[src/verilog/xvid_macros.svh]
// fixed 640x480 raster geometry, register numbers and reset values; include where needed
`ifndef XVID_MACROS_SVH
`define XVID_MACROS_SVH

// horizontal geometry in pixel clocks
`define XV_VISIBLE_WIDTH    640
`define XV_OFFSCREEN_WIDTH  160                         // left of visible part
`define XV_TOTAL_WIDTH      800
`define XV_HSYNC_START      16
`define XV_HSYNC_END        112

// vertical geometry in lines
`define XV_VISIBLE_HEIGHT   480
`define XV_TOTAL_HEIGHT     525
`define XV_VSYNC_START      490
`define XV_VSYNC_END        492

`define XV_MEM_BEGIN        (`XV_OFFSCREEN_WIDTH - 64)  // prefetch ahead of visible
`define XV_MEM_END          (`XV_TOTAL_WIDTH - 8)
`define XV_FETCH_SPACING    8                           // pixels per display word

`define XR_VID_CTRL         6'h00
`define XR_SCANLINE         6'h03
`define XR_VID_LEFT         6'h04
`define XR_VID_RIGHT        6'h05
`define XR_PA_GFX_CTRL      6'h10
`define XR_PA_DISP_ADDR     6'h12
`define XR_PA_LINE_LEN      6'h13
`define XR_PA_LINE_ADDR     6'h16

`define XV_RESET_BORDER     8'h08                       // dark grey border
`define XV_RESET_LINE_LEN   (`XV_VISIBLE_WIDTH / `XV_FETCH_SPACING)

`endif

[src/verilog/xvid_pkg.sv]
// shared word, counter, colour and configuration types for the video generator blocks
package xvid_pkg;

typedef logic [15:0] word_t;                // register data word
typedef logic [15:0] addr_t;                // vram word address
typedef logic [9:0]  hres_t;                // horizontal pixel count
typedef logic [9:0]  vres_t;                // vertical line count
typedef logic [7:0]  color_t;               // palette index

// VID_CTRL view of a register word
typedef struct packed {
    logic [7:0] unused;                     // reads back zero
    color_t     border_color;
} vid_ctrl_t;

// PA_GFX_CTRL view of a register word
typedef struct packed {
    color_t     colorbase;
    logic       blank;                      // playfield off, border only
    logic [6:0] reserved;                   // reads back zero
} gfx_ctrl_t;

typedef union packed {
    word_t      raw;
    vid_ctrl_t  vid;
    gfx_ctrl_t  gfx;
} reg_word_u;

typedef struct packed {
    hres_t      h_count;
    vres_t      v_count;
    logic       h_visible;                  // pixel right of offscreen area
    logic       v_visible;                  // line above bottom blank
    logic       end_of_line;
    logic       end_of_frame;
    logic       end_of_visible;             // last pixel of last visible line
} raster_t;

typedef struct packed {
    logic       blank;
    color_t     colorbase;
    color_t     border_color;
    hres_t      vid_left;                   // display window, visible pixel units
    hres_t      vid_right;                  // exclusive
    addr_t      start_addr;                 // first line address of each frame
    word_t      line_len;                   // words added per visible line
    logic       line_set;                   // one cycle strobe
    addr_t      line_set_addr;
} pf_cfg_t;

endpackage

[src/verilog/video_timing.sv]
// raster counters, sync pulses and frame events; one instance feeds the register and fetch blocks
`default_nettype none
`timescale 1ns/1ps

`include "xvid_macros.svh"

module video_timing import xvid_pkg::*; (
    input  wire logic       clk,
    input  wire logic       reset_i,
    output      raster_t    raster_o,       // counts and decoded flags, same cycle
    output      logic       hsync_o,
    output      logic       vsync_o,
    output      logic       dv_de_o
);

hres_t  h_count;
vres_t  v_count;
logic   h_last;                             // pixel 799
logic   v_last;                             // line 524
logic   h_visible;
logic   v_visible;

always_comb begin
    h_last      = (h_count == hres_t'(`XV_TOTAL_WIDTH - 1));
    v_last      = (v_count == vres_t'(`XV_TOTAL_HEIGHT - 1));
    h_visible   = (h_count >= hres_t'(`XV_OFFSCREEN_WIDTH));
    v_visible   = (v_count < vres_t'(`XV_VISIBLE_HEIGHT));
end

// counter pair, v steps on h wrap
always_ff @(posedge clk) begin
    if (reset_i) begin
        h_count <= '0;
        v_count <= '0;
    end else begin
        h_count <= h_last ? '0 : h_count + 1'b1;
        if (h_last) begin
            v_count <= v_last ? '0 : v_count + 1'b1;
        end
    end
end

always_comb begin
    raster_o.h_count        = h_count;
    raster_o.v_count        = v_count;
    raster_o.h_visible      = h_visible;
    raster_o.v_visible      = v_visible;
    raster_o.end_of_line    = h_last;
    raster_o.end_of_frame   = h_last & v_last;
    raster_o.end_of_visible = h_last & (v_count == vres_t'(`XV_VISIBLE_HEIGHT - 1));
end

// syncs lag the counts by one clock
always_ff @(posedge clk) begin
    if (reset_i) begin
        hsync_o <= 1'b0;
        vsync_o <= 1'b0;
        dv_de_o <= 1'b0;
    end else begin
        hsync_o <= (h_count >= hres_t'(`XV_HSYNC_START)) &&
                   (h_count < hres_t'(`XV_HSYNC_END));      // active high
        vsync_o <= (v_count >= vres_t'(`XV_VSYNC_START)) &&
                   (v_count < vres_t'(`XV_VSYNC_END));
        dv_de_o <= h_visible & v_visible;
    end
end

endmodule

`default_nettype wire

[src/verilog/video_regs.sv]
// video configuration registers with host write, registered read-back and the vblank interrupt
`default_nettype none
`timescale 1ns/1ps

`include "xvid_macros.svh"

module video_regs import xvid_pkg::*; (
    input  wire logic       clk,
    input  wire logic       reset_i,
    input  wire logic       reg_wr_i,       // write strobe
    input  wire logic [5:0] reg_num_i,      // selects both write and read register
    input  wire reg_word_u  reg_data_i,
    output      word_t      reg_data_o,
    input  wire raster_t    raster_i,
    output      pf_cfg_t    pf_cfg_o,
    output      logic       intr_o          // one pulse per frame
);

color_t     border_color;
logic       blank;
color_t     colorbase;
hres_t      vid_left;
hres_t      vid_right;
addr_t      start_addr;
word_t      line_len;
logic       line_set;
addr_t      line_set_addr;
reg_word_u  rd_word;

always_ff @(posedge clk) begin
    if (reset_i) begin
        border_color    <= `XV_RESET_BORDER;
        blank           <= 1'b0;
        colorbase       <= '0;
        vid_left        <= '0;
        vid_right       <= hres_t'(`XV_VISIBLE_WIDTH);
        start_addr      <= '0;
        line_len        <= word_t'(`XV_RESET_LINE_LEN);
        line_set        <= 1'b0;
        intr_o          <= 1'b0;
    end else begin
        line_set        <= 1'b0;
        intr_o          <= raster_i.end_of_visible;
        if (reg_wr_i) begin
            case (reg_num_i)
                `XR_VID_CTRL: begin
                    border_color <= reg_data_i.vid.border_color;
                end
                `XR_VID_LEFT:       vid_left    <= reg_data_i.raw[9:0];
                `XR_VID_RIGHT:      vid_right   <= reg_data_i.raw[9:0];
                `XR_PA_GFX_CTRL: begin
                    colorbase   <= reg_data_i.gfx.colorbase;
                    blank       <= reg_data_i.gfx.blank;
                end
                `XR_PA_DISP_ADDR:   start_addr  <= reg_data_i.raw;
                `XR_PA_LINE_LEN:    line_len    <= reg_data_i.raw;
                `XR_PA_LINE_ADDR:   line_set    <= 1'b1;    // fetch picks up next line
                default: begin
                end
            endcase
        end
    end
end

// line address captured alongside its strobe
always_ff @(posedge clk) begin
    if (reg_wr_i && reg_num_i == `XR_PA_LINE_ADDR) begin
        line_set_addr <= reg_data_i.raw;
    end
end

always_comb begin
    rd_word.raw = '0;
    case (reg_num_i)
        `XR_VID_CTRL: begin
            rd_word.vid.border_color = border_color;
        end
        `XR_SCANLINE:       rd_word.raw = word_t'(raster_i.v_count);
        `XR_VID_LEFT:       rd_word.raw = word_t'(vid_left);
        `XR_VID_RIGHT:      rd_word.raw = word_t'(vid_right);
        `XR_PA_GFX_CTRL: begin
            rd_word.gfx.colorbase   = colorbase;
            rd_word.gfx.blank       = blank;
        end
        `XR_PA_DISP_ADDR:   rd_word.raw = start_addr;
        `XR_PA_LINE_LEN:    rd_word.raw = line_len;
        `XR_PA_LINE_ADDR:   rd_word.raw = '0;           // write only
        default: begin
        end
    endcase
end

always_ff @(posedge clk) begin
    reg_data_o <= rd_word.raw;
end

always_comb begin
    pf_cfg_o.blank          = blank;
    pf_cfg_o.colorbase      = colorbase;
    pf_cfg_o.border_color   = border_color;
    pf_cfg_o.vid_left       = vid_left;
    pf_cfg_o.vid_right      = vid_right;
    pf_cfg_o.start_addr     = start_addr;
    pf_cfg_o.line_len       = line_len;
    pf_cfg_o.line_set       = line_set;
    pf_cfg_o.line_set_addr  = line_set_addr;
end

endmodule

`default_nettype wire

[src/verilog/line_fetch.sv]
// playfield fetch window, display address walk and border/window colour for each scanline
`default_nettype none
`timescale 1ns/1ps

`include "xvid_macros.svh"

module line_fetch import xvid_pkg::*; (
    input  wire logic       clk,
    input  wire logic       reset_i,
    input  wire raster_t    raster_i,
    input  wire pf_cfg_t    pf_cfg_i,
    output      logic       vram_sel_o,     // read strobe, no ack
    output      addr_t      vram_addr_o,
    output      color_t     color_index_o,
    output      logic       h_blank_o,
    output      logic       v_blank_o
);

logic   mem_fetch;                          // inside fetch window
logic   fetch_start;
logic   fetch_end;
logic   fetch_now;
addr_t  line_addr;                          // first word of current line
addr_t  fetch_addr;
hres_t  h_pos;                              // visible pixel position
logic   in_window;

always_comb begin
    fetch_start = (raster_i.h_count == hres_t'(`XV_MEM_BEGIN));
    fetch_end   = (raster_i.h_count == hres_t'(`XV_MEM_END));
    fetch_now   = mem_fetch && !pf_cfg_i.blank &&
                  ((raster_i.h_count % hres_t'(`XV_FETCH_SPACING)) == '0);
    h_pos       = raster_i.h_count - hres_t'(`XV_OFFSCREEN_WIDTH);
    in_window   = (h_pos >= pf_cfg_i.vid_left) && (h_pos < pf_cfg_i.vid_right);
end

always_ff @(posedge clk) begin
    if (reset_i) begin
        mem_fetch   <= 1'b0;
        vram_sel_o  <= 1'b0;
        line_addr   <= '0;
    end else begin
        mem_fetch   <= (!mem_fetch ? fetch_start : !fetch_end) && raster_i.v_visible;
        vram_sel_o  <= fetch_now;
        if (pf_cfg_i.line_set) begin
            line_addr <= pf_cfg_i.line_set_addr;            // host override wins
        end else if (raster_i.end_of_frame) begin
            line_addr <= pf_cfg_i.start_addr;
        end else if (raster_i.end_of_line && raster_i.v_visible) begin
            line_addr <= line_addr + pf_cfg_i.line_len;
        end
    end
end

// address walk within the line
always_ff @(posedge clk) begin
    if (fetch_start) begin
        fetch_addr <= line_addr;
    end else if (fetch_now) begin
        fetch_addr <= fetch_addr + 1'b1;
    end
    if (fetch_now) begin
        vram_addr_o <= fetch_addr;
    end
end

always_ff @(posedge clk) begin
    if (reset_i) begin
        color_index_o   <= '0;
        h_blank_o       <= 1'b1;
        v_blank_o       <= 1'b1;
    end else begin
        h_blank_o       <= ~raster_i.h_visible;
        v_blank_o       <= ~raster_i.v_visible;
        if (raster_i.h_visible && raster_i.v_visible) begin
            color_index_o <= (in_window && !pf_cfg_i.blank) ? pf_cfg_i.colorbase
                                                           : pf_cfg_i.border_color;
        end else begin
            color_index_o <= '0;                            // black in blanking
        end
    end
end

endmodule

`default_nettype wire

[src/verilog/video_gen.sv]
// top level of the video front end, joining raster timing, config registers and line fetch
`default_nettype none
`timescale 1ns/1ps

module video_gen import xvid_pkg::*; (
    input  wire logic       clk,
    input  wire logic       reset_i,
    input  wire logic       vgen_reg_wr_en_i,   // host register write strobe
    input  wire logic [5:0] vgen_reg_num_i,
    input  wire word_t      vgen_reg_data_i,
    output      word_t      vgen_reg_data_o,
    output      logic       video_intr_o,       // end of visible area
    output      logic       vram_sel_o,
    output      addr_t      vram_addr_o,
    output      color_t     color_index_o,
    output      logic       h_blank_o,
    output      logic       v_blank_o,
    output      logic       hsync_o,
    output      logic       vsync_o,
    output      logic       dv_de_o
);

raster_t    raster;
pf_cfg_t    pf_cfg;

video_timing video_timing (
    .clk        (clk),
    .reset_i    (reset_i),
    .raster_o   (raster),
    .hsync_o    (hsync_o),
    .vsync_o    (vsync_o),
    .dv_de_o    (dv_de_o)
);

video_regs video_regs (
    .clk        (clk),
    .reset_i    (reset_i),
    .reg_wr_i   (vgen_reg_wr_en_i),
    .reg_num_i  (vgen_reg_num_i),
    .reg_data_i (vgen_reg_data_i),
    .reg_data_o (vgen_reg_data_o),
    .raster_i   (raster),
    .pf_cfg_o   (pf_cfg),
    .intr_o     (video_intr_o)
);

line_fetch line_fetch (
    .clk            (clk),
    .reset_i        (reset_i),
    .raster_i       (raster),
    .pf_cfg_i       (pf_cfg),
    .vram_sel_o     (vram_sel_o),
    .vram_addr_o    (vram_addr_o),
    .color_index_o  (color_index_o),
    .h_blank_o      (h_blank_o),
    .v_blank_o      (v_blank_o)
);

endmodule

`default_nettype wire

[config.mk]
export PLATFORM = sky130hd
export DESIGN_NAME = video_gen
export DESIGN_NICKNAME = d
export VERILOG_FILES = /design/src/verilog/xvid_pkg.sv /design/src/verilog/video_timing.sv /design/src/verilog/video_regs.sv /design/src/verilog/line_fetch.sv /design/src/verilog/video_gen.sv
export VERILOG_INCLUDE_DIRS = /design/src /design/src/verilog
export SDC_FILE = /design/constraint.sdc
export NUM_CORES = 1
export LEC_CHECK = 0
export BUFFER_PORTS_ARGS = -buffer_cell sky130_fd_sc_hd__buf_4
export CAP_MARGIN = 20
export CORE_MARGIN = 2
export CORE_UTILIZATION = 60
export DETAILED_ROUTE_END_ITERATION = 12
export PLACE_DENSITY = 0.86
export SLEW_MARGIN = 5
export SYNTH_ARGS = -nofsm -noshare
export SYNTH_HDL_FRONTEND = slang
export SYNTH_SLANG_ARGS = --single-unit
[constraint.sdc]
create_clock -name clk -period 4.1 [get_ports clk]
set_input_delay 0.82 -clock clk [delete_from_list [all_inputs] [get_ports clk]]
set_output_delay 0.82 -clock clk [all_outputs]
set_load 0.02 [all_outputs]
==> results.toml <==
[outcome]
outcome = "completed"

[clock_tree]
holdBufCountCts = 0
insertion_delay_ns = 0.44
htree_levels = 4
clkSlewWorstSetupHoldPaths_ns = 0.07
cts_buffer_depth = 2
cts_buffers = 17
post_cts_resized = 0
cts_root_buf = "clkbuf_16"
clock-sinks = 186
cts_tree = "done"
cts_setup_buffers = 0

[critical_path]
arrival_ns = 3.53
r2r_cells = 10
cpMostUsedCell = "ha_1"
worstPathCellList = "inv_1, ha_1, xnor2_1, ha_1, a21o_1, a21oi_1, o21ai_0, a211oi_2, mux2i_1, nor2_1"
path_buf_inv = 1
path_delay_family = "compound AO/OA/AOI/OAI gates"
critPathLaunchType = "flip-flop"
worstSetupPathType = "flip-flop to flip-flop"
crit_path_max_incr_delay_ns = 0.82
r2r_end = "line_fetch.color_index_o[2]"
reg2reg_slack_ns = 0.89
crit_slowest_cell = "a211oi_2"
worstPathRequired_ns = 4.41
r2r_start = "video_timing.h_count[5]"
worstPathMaxFanout = 10
timing.critical_path.from = "video_timing.h_count[5]"
cp-end-kind = "flip-flop"

[die]
pin_count = 72
die-area_mm2 = 0.0154
fp.dieH_um = 124
core-area_mm2 = 0.0140
die_w_um = 124
initial_utilization = 0.619
rows = 43

[hold_path]
holdPathEnd = "video_regs.vid_right[8]"
min_path_type = "flip-flop to flip-flop"
min_from = "video_regs.vid_right[8]"
hold_path_depth = 2

[sta]
maxSlewHeadroom = 0.355
timing.final.crit_share = 0.784
fin_tns_setup_ns = 0
setup_ws_ns = 0.887
worst_pin_slew_ns = 0.967
skew_ns = 0.00928
finalHoldViolCount = 0
final-max-slew-violation-count = 0
whs_ns = 0.470
fmaxAchievable_ghz = 0.311
period_needed_ns = 3.21
setup-violations-final = 0
rsz0062_at_grt = "false"

[synthesis]
syn-num-nets = 1018
ys.flop_type = "dfxtp_1"
synth-seq-area-share = 0.486
synth.distinct_cells = 58
syn_area_per_cell_um2 = 9.10
synth-edff-count = 48
yosysWarnings = 0
async_reset_ff_frac = 0
ys_seq_elements = 186
syn_inst = 951
syn_area_mm2 = 0.00866

[detailed_routing]
drt_first_pass_iters = 7
drc = 0
via_per_inst = 6.05
vias = 7249
ant_nets = 0
drt_iter0_markers = 1127
wl_per_cell_um = 18.3
wl_um = 21900

[layout]
n_antenna_cell = 0
area_growth_pct = 14.0
final_common_cell = "nand2_1"
final_core_util = 0.705
drive_gt1_frac = 0.121
layout_common_cells = "nand2_1, dfxtp_1, a21oi_1"
nets = 1072

[global_route]
antenna_found_initial = 0
gr-total-overflow = 0
grt_pass1_vias = 6658
grt_pass1_wl_um = 34600
track_usage = 0.294
grt_max_degree = 59

[placement]
preCtsSetupSlack_ns = 0.923
gp_congestion = 0.912
io_buffers = 71
dp_hpwl_um = 15500

[power]
p_total_mw = 3.58
p_seq_frac = 0.528
clkPwrFrac = 0.442
power_frac_comb = 0.030
powerDensity_mw_per_mm2 = 363
leakage_nw = 3.80
vdd_drop_max_v = 0.000248
p_int_mw = 2.74
net-switching-power_mw = 0.841
sw_frac_of_total = 0.235

[flow_run]
maxCapViolations = 0
[cells in the mapped netlist, drive strengths merged, types with 6 or more instances]
| master | instances | area (um^2) |
|---|---|---|
| dfxtp | 138 | 2760 |
| nor2b | 7 | 43.8 |
| nand2b | 6 | 37.5 |
| and3 | 13 | 81.3 |
| a222oi | 7 | 70.1 |
| nand3b | 6 | 45.0 |
| nor2 | 63 | 236 |
| nor3 | 26 | 130 |
| a21o | 6 | 45.0 |
| ha | 41 | 513 |
| clkbuf | 41 | 154 |
| inv | 45 | 169 |
| nand4 | 10 | 62.6 |
| edfxtp | 48 | 1440 |
| xor2 | 23 | 201 |
| a22oi | 30 | 225 |
| o211ai | 9 | 67.6 |
| mux2i | 20 | 200 |
| buf | 8 | 51.3 |
| a21oi | 105 | 526 |
| nand3 | 47 | 240 |
| o21ai | 21 | 105 |
| xnor2 | 24 | 210 |
| nand2 | 153 | 574 |
[registers in the layout, indices dropped and copies added, names as in the netlist, 8 cells and up]
register / count
line_fetch.fetch_addr: 16
line_fetch.vram_addr_o: 16
line_fetch.color_index_o: 8
video_timing.h_count: 10
video_regs.colorbase: 8
video_regs.line_len: 16
video_regs.border_color: 8
video_regs.vid_right: 10
video_regs.vid_left: 10
video_regs.start_addr: 16
video_regs.reg_data_o: 16
video_regs.line_set_addr: 16
line_fetch.line_addr: 16
video_timing.v_count: 10
[power by group through the flow]
stage               logic (mW)  clock network [mW]  registers, mW
floorplan               0.0521                   0           1.93
global placement         0.101                   0           1.93
detailed placement       0.103                   0           1.93
CTS                      0.104                1.58           1.89
global route             0.114                1.67           1.89
finish                   0.106                1.58           1.89
[worst reg2reg max path, stage by stage, from the launching register on]
cell and delay [ns]:
dfxtp_1 0.54, inv_1 0.16, ha_1 0.25, xnor2_1 0.26, ha_1 0.31, a21o_1 0.18, a21oi_1 0.12, o21ai_0 0.11
a211oi_2 0.82, mux2i_1 0.28, nor2_1 0.06
[worst max-delay path by stage]
stage | to | slack, ns | depth (start not counted)
after floorplan | line_fetch.color_index_o[0] | 1.29 | 11
after global placement | line_fetch.color_index_o[5] | 0.99 | 10
after detailed placement | line_fetch.color_index_o[2] | 0.92 | 10
after CTS | line_fetch.color_index_o[2] | 0.89 | 10
after global routing | line_fetch.color_index_o[4] | 0.68 | 10
final | line_fetch.color_index_o[2] | 0.89 | 10
[metrics by stage]
step                      cell area (um^2)  instances
after floorplan                       8660        951
after global placement                9300       1165
after detailed placement              9300       1165
after CTS                             9860       1197
after global routing                  9870       1198
final                                 9870       1198
[metal layers]
metal / vias up / GRT usage / part of all wire
li1: 3477 / - / -
met4: 0 / 0.101 / 0.023
met2: 407 / 0.458 / 0.45
met1: 3319 / 0.403 / 0.42
met5: - / 0 / 0
met3: 46 / 0.0696 / 0.10
[cells by family (layout without fill, tap and decap cells)]
group	Yosys count	count (layout)	synth area share
adders and majority gates	42	42	0.0616
xor gates and xnor gates	47	47	0.0475
AOI/OAI and AO/OA	207	207	0.148
muxes	20	20	0.0231
and+or+nand+nor	355	355	0.191
DFF	186	186	0.486
buffers and inverters	94	161	0.0432
[final cells by class]
class | instances | area [um^2]
Inverter | 45 | 169
Clock buffer | 19 | 443
Clock inverter | 13 | 118
Multi-Input combinational cell | 671 | 4080
Timing Repair Buffer | 84 | 628
Fill cell | 1064 | 4120
Tap cell | 180 | 225
Sequential cell | 186 | 4200
Power figures use the tool's default switching activity.
